## src/logic/rv_pkg.sv

```systemverilog
`default_nettype none

package rv_pkg;

    localparam int XLEN = 32;

    typedef logic [XLEN-1:0] word_t;
    typedef logic [XLEN-1:0] addr_t;
    typedef logic [4:0]      reg_addr_t;

    localparam addr_t RESET_PC = '0;

    typedef enum logic [3:0] {
        op_nop,
        op_add,
        op_sub,
        op_and,
        op_or,
        op_xor,
        op_addi,
        op_lui,
        op_lw,
        op_sw,
        op_beq
    } op_e;

    // request state shared by both bus users
    typedef enum logic {
        bus_idle,
        bus_wait
    } bus_state_e;

    typedef struct packed {
        logic  valid;
        addr_t addr;
    } ibus_req_t;

    typedef struct packed {
        logic  data_ok;
        word_t data;
    } ibus_resp_t;

    typedef struct packed {
        logic  valid;
        logic  write;
        addr_t addr;
        word_t wdata;
    } dbus_req_t;

    typedef struct packed {
        logic  data_ok;
        word_t rdata;
    } dbus_resp_t;

    typedef struct packed {
        logic      enable;
        reg_addr_t rd;
        word_t     data;
    } reg_write_t;

    typedef struct packed {
        logic  valid;
        addr_t target;
    } jump_t;

    typedef struct packed {
        logic  valid;
        addr_t pc;
        word_t inst;
    } if_id_t;

    typedef struct packed {
        logic      valid;
        addr_t     pc;
        word_t     inst;
        op_e       op;
        reg_addr_t rd;
        word_t     opa;
        word_t     opb;
        word_t     imm;
    } id_ex_t;

    typedef struct packed {
        logic      valid;
        addr_t     pc;
        word_t     inst;
        op_e       op;
        reg_addr_t rd;
        word_t     result;
        word_t     store_data;
    } ex_mem_t;

    typedef struct packed {
        logic       valid;
        addr_t      pc;
        word_t      inst;
        reg_write_t reg_write;
    } mem_wb_t;

    // retirement record
    typedef struct packed {
        logic       valid;
        addr_t      pc;
        word_t      inst;
        reg_write_t reg_write;
    } commit_t;

    // ops that produce a register result
    function automatic logic writes_rd(op_e op);
        return op inside {op_add, op_sub, op_and, op_or, op_xor, op_addi, op_lui, op_lw};
    endfunction

endpackage

`default_nettype wire

```

## src/logic/decode_stage.sv

```systemverilog
`timescale 1ns/1ns
`default_nettype none

module decode_stage (
    input  rv_pkg::if_id_t     if_id,
    input  rv_pkg::reg_write_t id_ex_busy,
    input  rv_pkg::reg_write_t ex_mem_busy,
    output rv_pkg::reg_addr_t  rs1,
    output rv_pkg::reg_addr_t  rs2,
    input  rv_pkg::word_t      rdata1,
    input  rv_pkg::word_t      rdata2,
    output rv_pkg::id_ex_t     id_ex,
    output logic               stall_front
);
    import rv_pkg::*;

    logic [6:0] opcode;
    logic [2:0] funct3;
    logic [6:0] funct7;
    word_t      inst;
    op_e        op;
    word_t      imm;
    logic       use_rs1;
    logic       use_rs2;
    logic       hit1;
    logic       hit2;

    function automatic logic pending(reg_addr_t rs, reg_write_t busy);
        return busy.enable && busy.rd == rs;
    endfunction

    assign inst   = if_id.inst;
    assign opcode = inst[6:0];
    assign funct3 = inst[14:12];
    assign funct7 = inst[31:25];
    assign rs1    = inst[19:15];
    assign rs2    = inst[24:20];

    always_comb begin
        op = op_nop;
        case (opcode)
            7'b0110011: begin
                case ({funct7, funct3})
                    10'b0000000_000: op = op_add;
                    10'b0100000_000: op = op_sub;
                    10'b0000000_111: op = op_and;
                    10'b0000000_110: op = op_or;
                    10'b0000000_100: op = op_xor;
                    default:         op = op_nop;
                endcase
            end
            7'b0010011: if (funct3 == 3'b000) op = op_addi;
            7'b0110111: op = op_lui;
            7'b0000011: if (funct3 == 3'b010) op = op_lw;
            7'b0100011: if (funct3 == 3'b010) op = op_sw;
            7'b1100011: if (funct3 == 3'b000) op = op_beq;
            default:    op = op_nop;
        endcase
    end

    // immediate formats
    always_comb begin
        case (op)
            op_addi, op_lw: imm = {{20{inst[31]}}, inst[31:20]};
            op_sw:          imm = {{20{inst[31]}}, inst[31:25], inst[11:7]};
            op_beq:         imm = {{19{inst[31]}}, inst[31], inst[7], inst[30:25],
                                   inst[11:8], 1'b0};
            op_lui:         imm = {inst[31:12], 12'b0};
            default:        imm = '0;
        endcase
    end

    assign use_rs1 = op inside {op_add, op_sub, op_and, op_or, op_xor, op_addi,
                                op_lw, op_sw, op_beq};
    assign use_rs2 = op inside {op_add, op_sub, op_and, op_or, op_xor, op_sw, op_beq};

    // interlock on results still in execute or memory
    assign hit1 = use_rs1 && rs1 != '0 &&
                  (pending(rs1, id_ex_busy) || pending(rs1, ex_mem_busy));
    assign hit2 = use_rs2 && rs2 != '0 &&
                  (pending(rs2, id_ex_busy) || pending(rs2, ex_mem_busy));

    assign stall_front = if_id.valid && (hit1 || hit2);

    always_comb begin
        id_ex.valid = if_id.valid && !stall_front;
        id_ex.pc    = if_id.pc;
        id_ex.inst  = inst;
        id_ex.op    = op;
        id_ex.rd    = inst[11:7];
        id_ex.opa   = rdata1;
        id_ex.opb   = rdata2;
        id_ex.imm   = imm;
    end

endmodule

`default_nettype wire

```

## src/logic/execute_stage.sv

```systemverilog
`timescale 1ns/1ns
`default_nettype none

module execute_stage (
    input  rv_pkg::id_ex_t  id_ex,
    output rv_pkg::ex_mem_t ex_mem,
    output rv_pkg::jump_t   jump,
    output logic            ok
);
    import rv_pkg::*;

    word_t result;
    logic  equal;

    always_comb begin
        case (id_ex.op)
            op_add:  result = id_ex.opa + id_ex.opb;
            op_sub:  result = id_ex.opa - id_ex.opb;
            op_and:  result = id_ex.opa & id_ex.opb;
            op_or:   result = id_ex.opa | id_ex.opb;
            op_xor:  result = id_ex.opa ^ id_ex.opb;
            op_addi: result = id_ex.opa + id_ex.imm;
            op_lui:  result = id_ex.imm;
            // effective address
            op_lw,
            op_sw:   result = id_ex.opa + id_ex.imm;
            default: result = '0;
        endcase
    end

    assign equal = (id_ex.opa == id_ex.opb);

    // taken beq redirects fetch
    always_comb begin
        jump.valid  = id_ex.valid && id_ex.op == op_beq && equal;
        jump.target = id_ex.pc + id_ex.imm;
    end

    always_comb begin
        ex_mem.valid      = id_ex.valid;
        ex_mem.pc         = id_ex.pc;
        ex_mem.inst       = id_ex.inst;
        ex_mem.op         = id_ex.op;
        ex_mem.rd         = id_ex.rd;
        ex_mem.result     = result;
        ex_mem.store_data = id_ex.opb;
    end

    // single-cycle ALU
    assign ok = 1'b1;

endmodule

`default_nettype wire

```

## src/logic/fetch_stage.sv

```systemverilog
`timescale 1ns/1ns
`default_nettype none

module fetch_stage (
    input  logic               clk,
    input  logic               rst,
    input  logic               enable,
    input  rv_pkg::jump_t      jump,
    input  logic               hold,
    output rv_pkg::ibus_req_t  ireq,
    input  rv_pkg::ibus_resp_t iresp,
    output rv_pkg::if_id_t     if_id,
    output logic               ok
);
    import rv_pkg::*;

    bus_state_e state;
    addr_t      pc;
    logic       buf_valid;
    word_t      buf_inst;
    logic       move;

    assign ireq.valid = (state == bus_wait);
    assign ireq.addr  = pc;

    assign ok   = buf_valid || (state == bus_wait && iresp.data_ok);
    // a redirect overrides the decode stall
    assign move = enable && (!hold || jump.valid);

    assign if_id.valid = ok && !jump.valid;
    assign if_id.pc    = pc;
    assign if_id.inst  = buf_valid ? buf_inst : iresp.data;

    always_ff @(posedge clk or posedge rst) begin
        if (rst) begin
            state     <= bus_idle;
            pc        <= RESET_PC;
            buf_valid <= 1'b0;
        end else begin
            case (state)
                bus_idle: if (move || !buf_valid) state <= bus_wait;
                bus_wait: if (iresp.data_ok && !move) state <= bus_idle;
                default:  state <= bus_idle;
            endcase
            if (move) begin
                pc        <= jump.valid ? jump.target : pc + 32'd4;
                buf_valid <= 1'b0;
            end else if (state == bus_wait && iresp.data_ok) begin
                buf_valid <= 1'b1;
            end
        end
    end

    always_ff @(posedge clk) begin
        if (state == bus_wait && iresp.data_ok) begin
            buf_inst <= iresp.data;
        end
    end

endmodule

`default_nettype wire

```

## src/logic/memory_stage.sv

```systemverilog
`timescale 1ns/1ns
`default_nettype none

module memory_stage (
    input  logic               clk,
    input  logic               rst,
    input  rv_pkg::ex_mem_t    ex_mem,
    output rv_pkg::dbus_req_t  dreq,
    input  rv_pkg::dbus_resp_t dresp,
    output rv_pkg::mem_wb_t    mem_wb,
    output logic               ok
);
    import rv_pkg::*;

    bus_state_e state;
    logic       is_mem;
    logic       held;
    logic       fire;
    logic       done;
    addr_t      done_pc;
    word_t      load_data;
    word_t      load_value;

    assign is_mem = ex_mem.valid && (ex_mem.op == op_lw || ex_mem.op == op_sw);
    // access already finished and slot not yet moved on
    assign held   = done && done_pc == ex_mem.pc;

    assign dreq.valid = (state == bus_wait) || (is_mem && !held);
    assign dreq.write = (ex_mem.op == op_sw);
    assign dreq.addr  = ex_mem.result;
    assign dreq.wdata = ex_mem.store_data;

    assign fire = dreq.valid && dresp.data_ok;
    assign ok   = !is_mem || held || fire;

    always_ff @(posedge clk or posedge rst) begin
        if (rst) begin
            state <= bus_idle;
            done  <= 1'b0;
        end else begin
            state <= (dreq.valid && !dresp.data_ok) ? bus_wait : bus_idle;
            if (fire) done <= 1'b1;
            else if (!held) done <= 1'b0;
        end
    end

    always_ff @(posedge clk) begin
        if (fire) begin
            done_pc   <= ex_mem.pc;
            load_data <= dresp.rdata;
        end
    end

    assign load_value = held ? load_data : dresp.rdata;

    always_comb begin
        mem_wb.valid            = ex_mem.valid;
        mem_wb.pc               = ex_mem.pc;
        mem_wb.inst             = ex_mem.inst;
        mem_wb.reg_write.enable = ex_mem.valid && writes_rd(ex_mem.op);
        mem_wb.reg_write.rd     = ex_mem.rd;
        mem_wb.reg_write.data   = (ex_mem.op == op_lw) ? load_value : ex_mem.result;
    end

endmodule

`default_nettype wire

```

## src/logic/reg_file.sv

```systemverilog
`timescale 1ns/1ns
`default_nettype none

module reg_file (
    input  logic               clk,
    input  logic               rst,
    input  rv_pkg::reg_write_t wr,
    input  rv_pkg::reg_addr_t  rs1,
    input  rv_pkg::reg_addr_t  rs2,
    output rv_pkg::word_t      rdata1,
    output rv_pkg::word_t      rdata2
);
    import rv_pkg::*;

    word_t regs [32];

    always_ff @(posedge clk or posedge rst) begin
        if (rst) begin
            for (int i = 0; i < 32; i++) begin
                regs[i] <= '0;
            end
        end else if (wr.enable && wr.rd != '0) begin
            regs[wr.rd] <= wr.data;
        end
    end

    // write-through so decode sees the retiring value
    assign rdata1 = (rs1 == '0) ? '0 :
                    (wr.enable && wr.rd == rs1) ? wr.data : regs[rs1];
    assign rdata2 = (rs2 == '0) ? '0 :
                    (wr.enable && wr.rd == rs2) ? wr.data : regs[rs2];

endmodule

`default_nettype wire

```

## src/logic/rv_core.sv

```systemverilog
`timescale 1ns/1ns
`default_nettype none

module rv_core (
    input  logic               clk,
    input  logic               rst,
    output rv_pkg::ibus_req_t  ireq,
    input  rv_pkg::ibus_resp_t iresp,
    output rv_pkg::dbus_req_t  dreq,
    input  rv_pkg::dbus_resp_t dresp,
    output rv_pkg::commit_t    commit
);
    import rv_pkg::*;

    if_id_t     if_id_q, if_id_d;
    id_ex_t     id_ex_q, id_ex_d;
    ex_mem_t    ex_mem_q, ex_mem_d;
    mem_wb_t    mem_wb_q, mem_wb_d;

    logic       fetch_ok;
    logic       execute_ok;
    logic       memory_ok;
    logic       all_ok;
    logic       stall_front;
    jump_t      jump;
    reg_addr_t  rs1, rs2;
    word_t      rdata1, rdata2;
    reg_write_t wb;
    reg_write_t id_ex_busy;
    reg_write_t ex_mem_busy;

    // decode is combinational and never stalls the pipe
    assign all_ok = fetch_ok & execute_ok & memory_ok;

    always_comb begin
        wb.enable = mem_wb_q.valid && mem_wb_q.reg_write.enable && all_ok;
        wb.rd     = mem_wb_q.reg_write.rd;
        wb.data   = mem_wb_q.reg_write.data;

        commit.valid     = mem_wb_q.valid && all_ok;
        commit.pc        = mem_wb_q.pc;
        commit.inst      = mem_wb_q.inst;
        commit.reg_write = wb;
    end

    // destinations still in flight for the decode interlock
    always_comb begin
        id_ex_busy.enable  = id_ex_q.valid && writes_rd(id_ex_q.op);
        id_ex_busy.rd      = id_ex_q.rd;
        id_ex_busy.data    = '0;
        ex_mem_busy.enable = ex_mem_q.valid && writes_rd(ex_mem_q.op);
        ex_mem_busy.rd     = ex_mem_q.rd;
        ex_mem_busy.data   = ex_mem_q.result;
    end

    reg_file i_reg_file (
        .clk, .rst, .wr(wb), .rs1, .rs2, .rdata1, .rdata2
    );

    fetch_stage i_fetch (
        .clk, .rst, .enable(all_ok), .jump, .hold(stall_front),
        .ireq, .iresp, .if_id(if_id_d), .ok(fetch_ok)
    );

    decode_stage i_decode (
        .if_id(if_id_q), .id_ex_busy, .ex_mem_busy, .rs1, .rs2,
        .rdata1, .rdata2, .id_ex(id_ex_d), .stall_front
    );

    execute_stage i_execute (
        .id_ex(id_ex_q), .ex_mem(ex_mem_d), .jump, .ok(execute_ok)
    );

    memory_stage i_memory (
        .clk, .rst, .ex_mem(ex_mem_q), .dreq, .dresp, .mem_wb(mem_wb_d), .ok(memory_ok)
    );

    always_ff @(posedge clk or posedge rst) begin
        if (rst) begin
            if_id_q  <= '0;
            id_ex_q  <= '0;
            ex_mem_q <= '0;
            mem_wb_q <= '0;
        end else if (all_ok) begin
            // hold the front on a stall unless a redirect flushes it
            if (jump.valid || !stall_front) begin
                if_id_q <= if_id_d;
            end
            id_ex_q  <= jump.valid ? '0 : id_ex_d;
            ex_mem_q <= ex_mem_d;
            mem_wb_q <= mem_wb_d;
        end
    end

endmodule

`default_nettype wire

```

## config.mk

```make
export PLATFORM = sky130hd
export DESIGN_NAME = rv_core
export DESIGN_NICKNAME = d
export VERILOG_FILES = /design/src/logic/rv_pkg.sv /design/src/logic/decode_stage.sv /design/src/logic/execute_stage.sv /design/src/logic/fetch_stage.sv /design/src/logic/memory_stage.sv /design/src/logic/reg_file.sv /design/src/logic/rv_core.sv
export SDC_FILE = /design/constraint.sdc
export NUM_CORES = 2
export LEC_CHECK = 0
export BUFFER_PORTS_ARGS = -buffer_cell sky130_fd_sc_hd__buf_2
export CORE_MARGIN = 2
export CORE_UTILIZATION = 35
export CTS_CLUSTER_SIZE = 12
export DETAILED_ROUTE_END_ITERATION = 7
export PLACE_DENSITY = 0.47
export SYNTH_ARGS = -nofsm -noshare
export SYNTH_HDL_FRONTEND = slang
export SYNTH_HIERARCHICAL = 1
export SYNTH_SLANG_ARGS = --single-unit
```

## constraint.sdc

```tcl
create_clock -name clk -period 33.1 [get_ports clk]
set_input_delay 1.655 -clock clk [delete_from_list [all_inputs] [get_ports clk]]
set_output_delay 1.655 -clock clk [all_outputs]
set_load 0.05 [all_outputs]
```

# ---- Word-level counts from Yosys, hierarchy flattened
# Index checks and enable logic that the tools add are counted.
dict set report classes {
  add_sub_neg 5
  n_lt_le_gt_ge 4
  n_eq_ne 49
  muxes 34
  bitwise_logic 8
  reduce_logical 62
}
# op n
set ops {}
lappend ops {{1024-bit bitwise mux} 1}
lappend ops {{32-bit 2-to-1 mux} 13}
lappend ops {{32-bit binary-select mux with 5-bit select} 2}
lappend ops {{32-bit case mux with 7 select lines} 1}
lappend ops {{170-bit 2-to-1 mux} 1}
lappend ops {{32-bit demux with 5-bit select} 1}
lappend ops {{32-bit case mux with 4 select lines} 1}
lappend ops {{32-bit adder} 3}
lappend ops {{32-bit equality test} 2}
lappend ops {{4-bit by 3-bit equality test with 1-bit output, second input constant} 12}
lappend ops {{32-bit by 3-bit adder with 32-bit output, second input constant} 1}
lappend ops {{32-bit AND} 1}
lappend ops {{4-bit equality test, second input constant} 8}
lappend ops {{32-bit bitwise OR} 1}
lappend ops {{32-bit subtractor} 1}
lappend ops {{32-bit XOR} 1}
lappend ops {{10-bit by 3-bit equality test with 1-bit output, second input constant} 3}
lappend ops {{5-bit equality test} 6}
lappend ops {{1-bit logical AND} 30}
lappend ops {{4-bit by 2-bit equality test with 1-bit output, second input constant} 6}
lappend ops {{4-bit case mux with 6 select lines} 1}
lappend ops {{7-bit by 6-bit equality test with 1-bit output, second input constant} 3}
lappend ops {{6-bit >= comparator, second input constant} 3}
lappend ops {{5-bit inverter with 6-bit output} 3}
lappend ops {{other kinds (28)} 57}
dict set report word_totals {
  ff_bits 1632
  input_bits 68
  output_inout_bits 202
  elab_cells 226
}

# ---- Depth between registers and ports, before layout
dict set report depth {
  depth_word 16
  mapped_depth 22
  depth_no_buf 20
}

# ---- Modules after synthesis
# The synthesis kept the hierarchy.
# module instances cells_per_inst area_per_inst_um2 seq_area_each_um2
set modules_own_cells {}
lappend modules_own_cells {reg_file 1 3814 55150.4 25624.6}
lappend modules_own_cells {rv_core 1 2004 18944.4 11911.4}
lappend modules_own_cells {execute_stage 1 1110 7923.8 0.0}
lappend modules_own_cells {memory_stage 1 469 4600.7 1971.9}
lappend modules_own_cells {fetch_stage 1 353 3774.9 1811.7}
lappend modules_own_cells {decode_stage 1 271 1971.9 0.0}

# ---- Worst setup path after synthesis
# OpenSTA, ideal clock, no wires.
dict set report synth_path {
  path_kind {input-to-reg}
  from {in iresp[32] (netlist bit)}
  to {reg i_reg_file/regs[100] (netlist bit)}
  setup_ns 0.125
  t_arrival_ns 5.324
  t_required_ns 32.975
  setup_slack_ns 27.652
  path_stages 13
  path_buffers 4
  path_cell_list {and2_1 -> nor2_1 -> inv_1 -> nand3_2 -> buf_4 -> inv_4 -> buf_4 -> and3_1 -> buf_2 -> or3b_2 -> nor2_1 -> buf_2 -> mux2_2}
}
# item line
set synth_lines {}
lappend synth_lines {{start: declaration} rv_core.sv:8} ;# input rv_pkg::ibus_resp_t iresp,
lappend synth_lines {{end signal: indexed assignment} reg_file.sv:23} ;# regs[wr.rd] <= wr.data;
lappend synth_lines {{end: declaration} reg_file.sv:15} ;# word_t regs [32];

==> summary.md <==
| Metric | Value |
|---|---|
| Post-CTS Hold Fix Bufs | 0 |
| Post-cts resize count | 0 |
| Peak supply drop | 55.87 uV |
| Worst EP required | 31.44 ns |
| Worst-Skew Late Latency | 0.85 ns |
| Minimum clock period | 6.812 ns |
| Tcrit/Tclk final | approximately a fifth |
| Final ANT Viol Nets | 0 |
| Vias | 64228 |
| Multi-input combinational cell area | 43890 sq um |
| Detail Placement HPWL | 219900 microns |
| Area Overhead vs Synth | 7.791% |
| Synth Net Count | 8256 |
| HP Class | flop to flop |
| Total congestion overflow | 0 |
| Initial DRT Pass Iterations | 8 |
| Design Area, Final | 99560 sq um |
| Sw power | 3.069 mW |
| Met1 Use GR | 33.76% |
| Slew @ Worst Pin | roughly 1.4 ns |
| Post-placement cell area | 92980 sq um |
| Fmax | about 0.15 GHz |
| Die Ht | 517.7 microns |
| Worst Path Arrival | 5.16 ns |
| WL final | 339100 microns |
| Count of final setup violators | 0 |
| Std cell rows | 188 |
| Die footprint | 268000 sq um |
| Clk buf depth | 3 |
| Busiest grt layer | met2 |
| Setup repair after global routing missed its margin | no |
| Total GRT Usage | 24.82% |
| Clk_skew | approximately 0.045 ns |
| CP Max Fanout | 42 |
| Wirelength per Cell | 30.28 microns |
| Mapped Cells | 8020 |
| Initial core utilization | 35.18% |
| Vias in the first global route | approximately 64000 |
| Leak | 46.49 nW |
| Reg area | 41350 sq um |
| Reg power frac | 33.7% |
| P_int | 4.309 mW |
| Hold WS | 0.3936 ns |
| DRC Markers | 0 |
| First-pass GRT wire length | about 500000 microns |
| IO buf count | roughly 270 |
| Max-slew violations | 0 |
| Filler cell count | 25566 |
| Core area | approximately 260000 sq um |
| Die width | 517.7 microns |
| Critical Path Start Type | flop |
| Fin nets | between 7000 and 8000 |
| Pwr Density | 74.10 nW/um^2 |
| Max H-tree Level | 4 |
| Starting DRT DRC Count | approximately 5700 |
| Met2 GRT Util | about two fifths |
| Max Cap Viol | 0 |
| Clock power share | 29.8% |
| CTS tree | done |
| Initial antenna violation count | 12 |
| Clock-pin slew on the worst setup and hold paths | 0.06 ns |
| Total CTS buffers | approximately 190 |
| Root Buffer | clkbuf_16 |
| Share of total power in combinational logic | about 37% |
| Met3 GRT Util | 3.990% |
| Vias/cell | 5.736 |
| Setup TNS | 0 ns |
| Yosys warns | 6 |
| Placer Congestion | 0.8693 |
| Run status | finished clean |
| Final hold vios | 0 |
| Share of post-route cells with drive strength above 1 | 31.30% |
| Mapped Area | 92360 sq um |
| Slew Limit Headroom | around 9.0% |
| Crit end category | primary output |
| Largest net degree at the start of global routing | 192 |
| Critical path class | flop to primary output |
| Num Clock Sinks | 1632 |
| Setup Fix Bufs, Post-CTS | 0 |
| Mean Syn Cell Area | 11.52 sq um |
| IO Count | 270 |
| Sw frac | 41.60% |
[cells in the final DEF, fill, tap and decap left out, types with 33 or more instances in the layout]
master,instances
mux4_2,383
mux2_1,50
ha_1,165
mux2i_1,242
o221ai_1,55
dfrtp_1,1525
a211oi_1,53
o21ai_0,333
inv_1,109
clkbuf_8,51
nand2b_1,33
a21oi_1,140
a32o_1,33
edfxtp_1,96
a21o_1,60
a22oi_1,81
nor3_1,78
o31ai_1,42
a31oi_1,67
nand2_1,1237
buf_2,269
mux2_2,1131
clkbuf_1,39
xor2_1,60
xnor2_1,81
o22ai_1,78
buf_4,184
or4_1,37
nand3_1,33
clkbuf_16,197
nor2_1,200
[flip-flops by register name (all words and copies together) (netlist names)]
| register | cells |
|---|---|
| i_fetch/buf_valid | 1 |
| i_memory/done_pc | 32 |
| i_fetch/state | 1 |
| i_memory/load_data | 32 |
| id_ex_busy | 5 |
| ex_mem_busy | 37 |
| i_fetch/pc | 32 |
| i_reg_file/regs | 1024 |
| i_fetch/buf_inst | 32 |
| i_memory/done | 1 |
| id_ex_q | 165 |
| i_memory/state | 1 |
| if_id_q | 65 |
| ex_mem_q | 101 |
| commit | 101 |
| mem_wb_q | 2 |
[per-layer routing]
layer  wire length, microns  share of wire (%)  vias up
met5                     13             0.0038        -
li1                       -                  -    27383
met4                  15410                4.5        2
met3                  19850                5.9      588
met1                 147200                 43    33968
met2                 156600                 46     2287
[metrics by stage]
| stage | power (mW) | cells | util (%) | setup slack (ns) |
|---|---|---|---|---|
| 6_report | 7.377 | 11198 | 37.93 | 26.29 |
| 2_1_floorplan | 4.462 | 8020 | - | 2.629 |
| 3_3_place_gp | 5.181 | 10837 | 35.42 | 26.67 |
| 3_5_place_dp | 5.194 | 10837 | 35.42 | 26.63 |
| 5_1_grt | 7.685 | 11194 | 37.92 | 26.06 |
| 4_1_cts | 7.414 | 11192 | 37.92 | 26.27 |
[path summary, 6_finish.rpt]
path,endpoint,slack [ns],cells past startpoint,startpoint
max in group asynchronous,id_ex_q[131],28.82,5,rst
min,i_reg_file/regs[1013],0.39,0,i_reg_file/regs[1013]
max reg2reg,i_reg_file/regs[186],26.81,13,ex_mem_q[112]
min in group asynchronous,i_memory/done,0.84,2,rst
max,commit[37],26.29,10,ex_mem_q[112]
min reg2reg,i_reg_file/regs[1013],0.39,0,i_reg_file/regs[1013]
[power by group through the flow]
stage               sequential (mW)  clock, mW  combinational [mW]
global placement               2.51          0                2.67
global route                   2.50       2.32                2.86
CTS                            2.48       2.25                2.69
finish                         2.48       2.20                2.69
detailed placement             2.52          0                2.68
floorplan                      2.34          0                2.12
[area by class of cell]
type                    count  share of cell area [%]
clock buffers             287                   5.804
well taps                3515                   4.417
inverters                 114                  0.4575
clock inverters            68                  0.7880
flip-flops and latches   1632                   41.54
diodes                      6                 0.01508
repair buffers            461                   2.901
multi-input cells        5115                   44.08
[critical path: stages, from the launching register on]
cell and delay [ns]:
dfrtp_1 0.43, xor2_1 0.22, or4_1 0.55, or3_1 0.33, buf_4 0.28, nor3_1 0.37, or3_1 0.22, nand3_4 0.29
inv_8 0.39, and3_1 0.68, buf_2 0.48
Note: power is estimated with default switching activity, not from simulation.
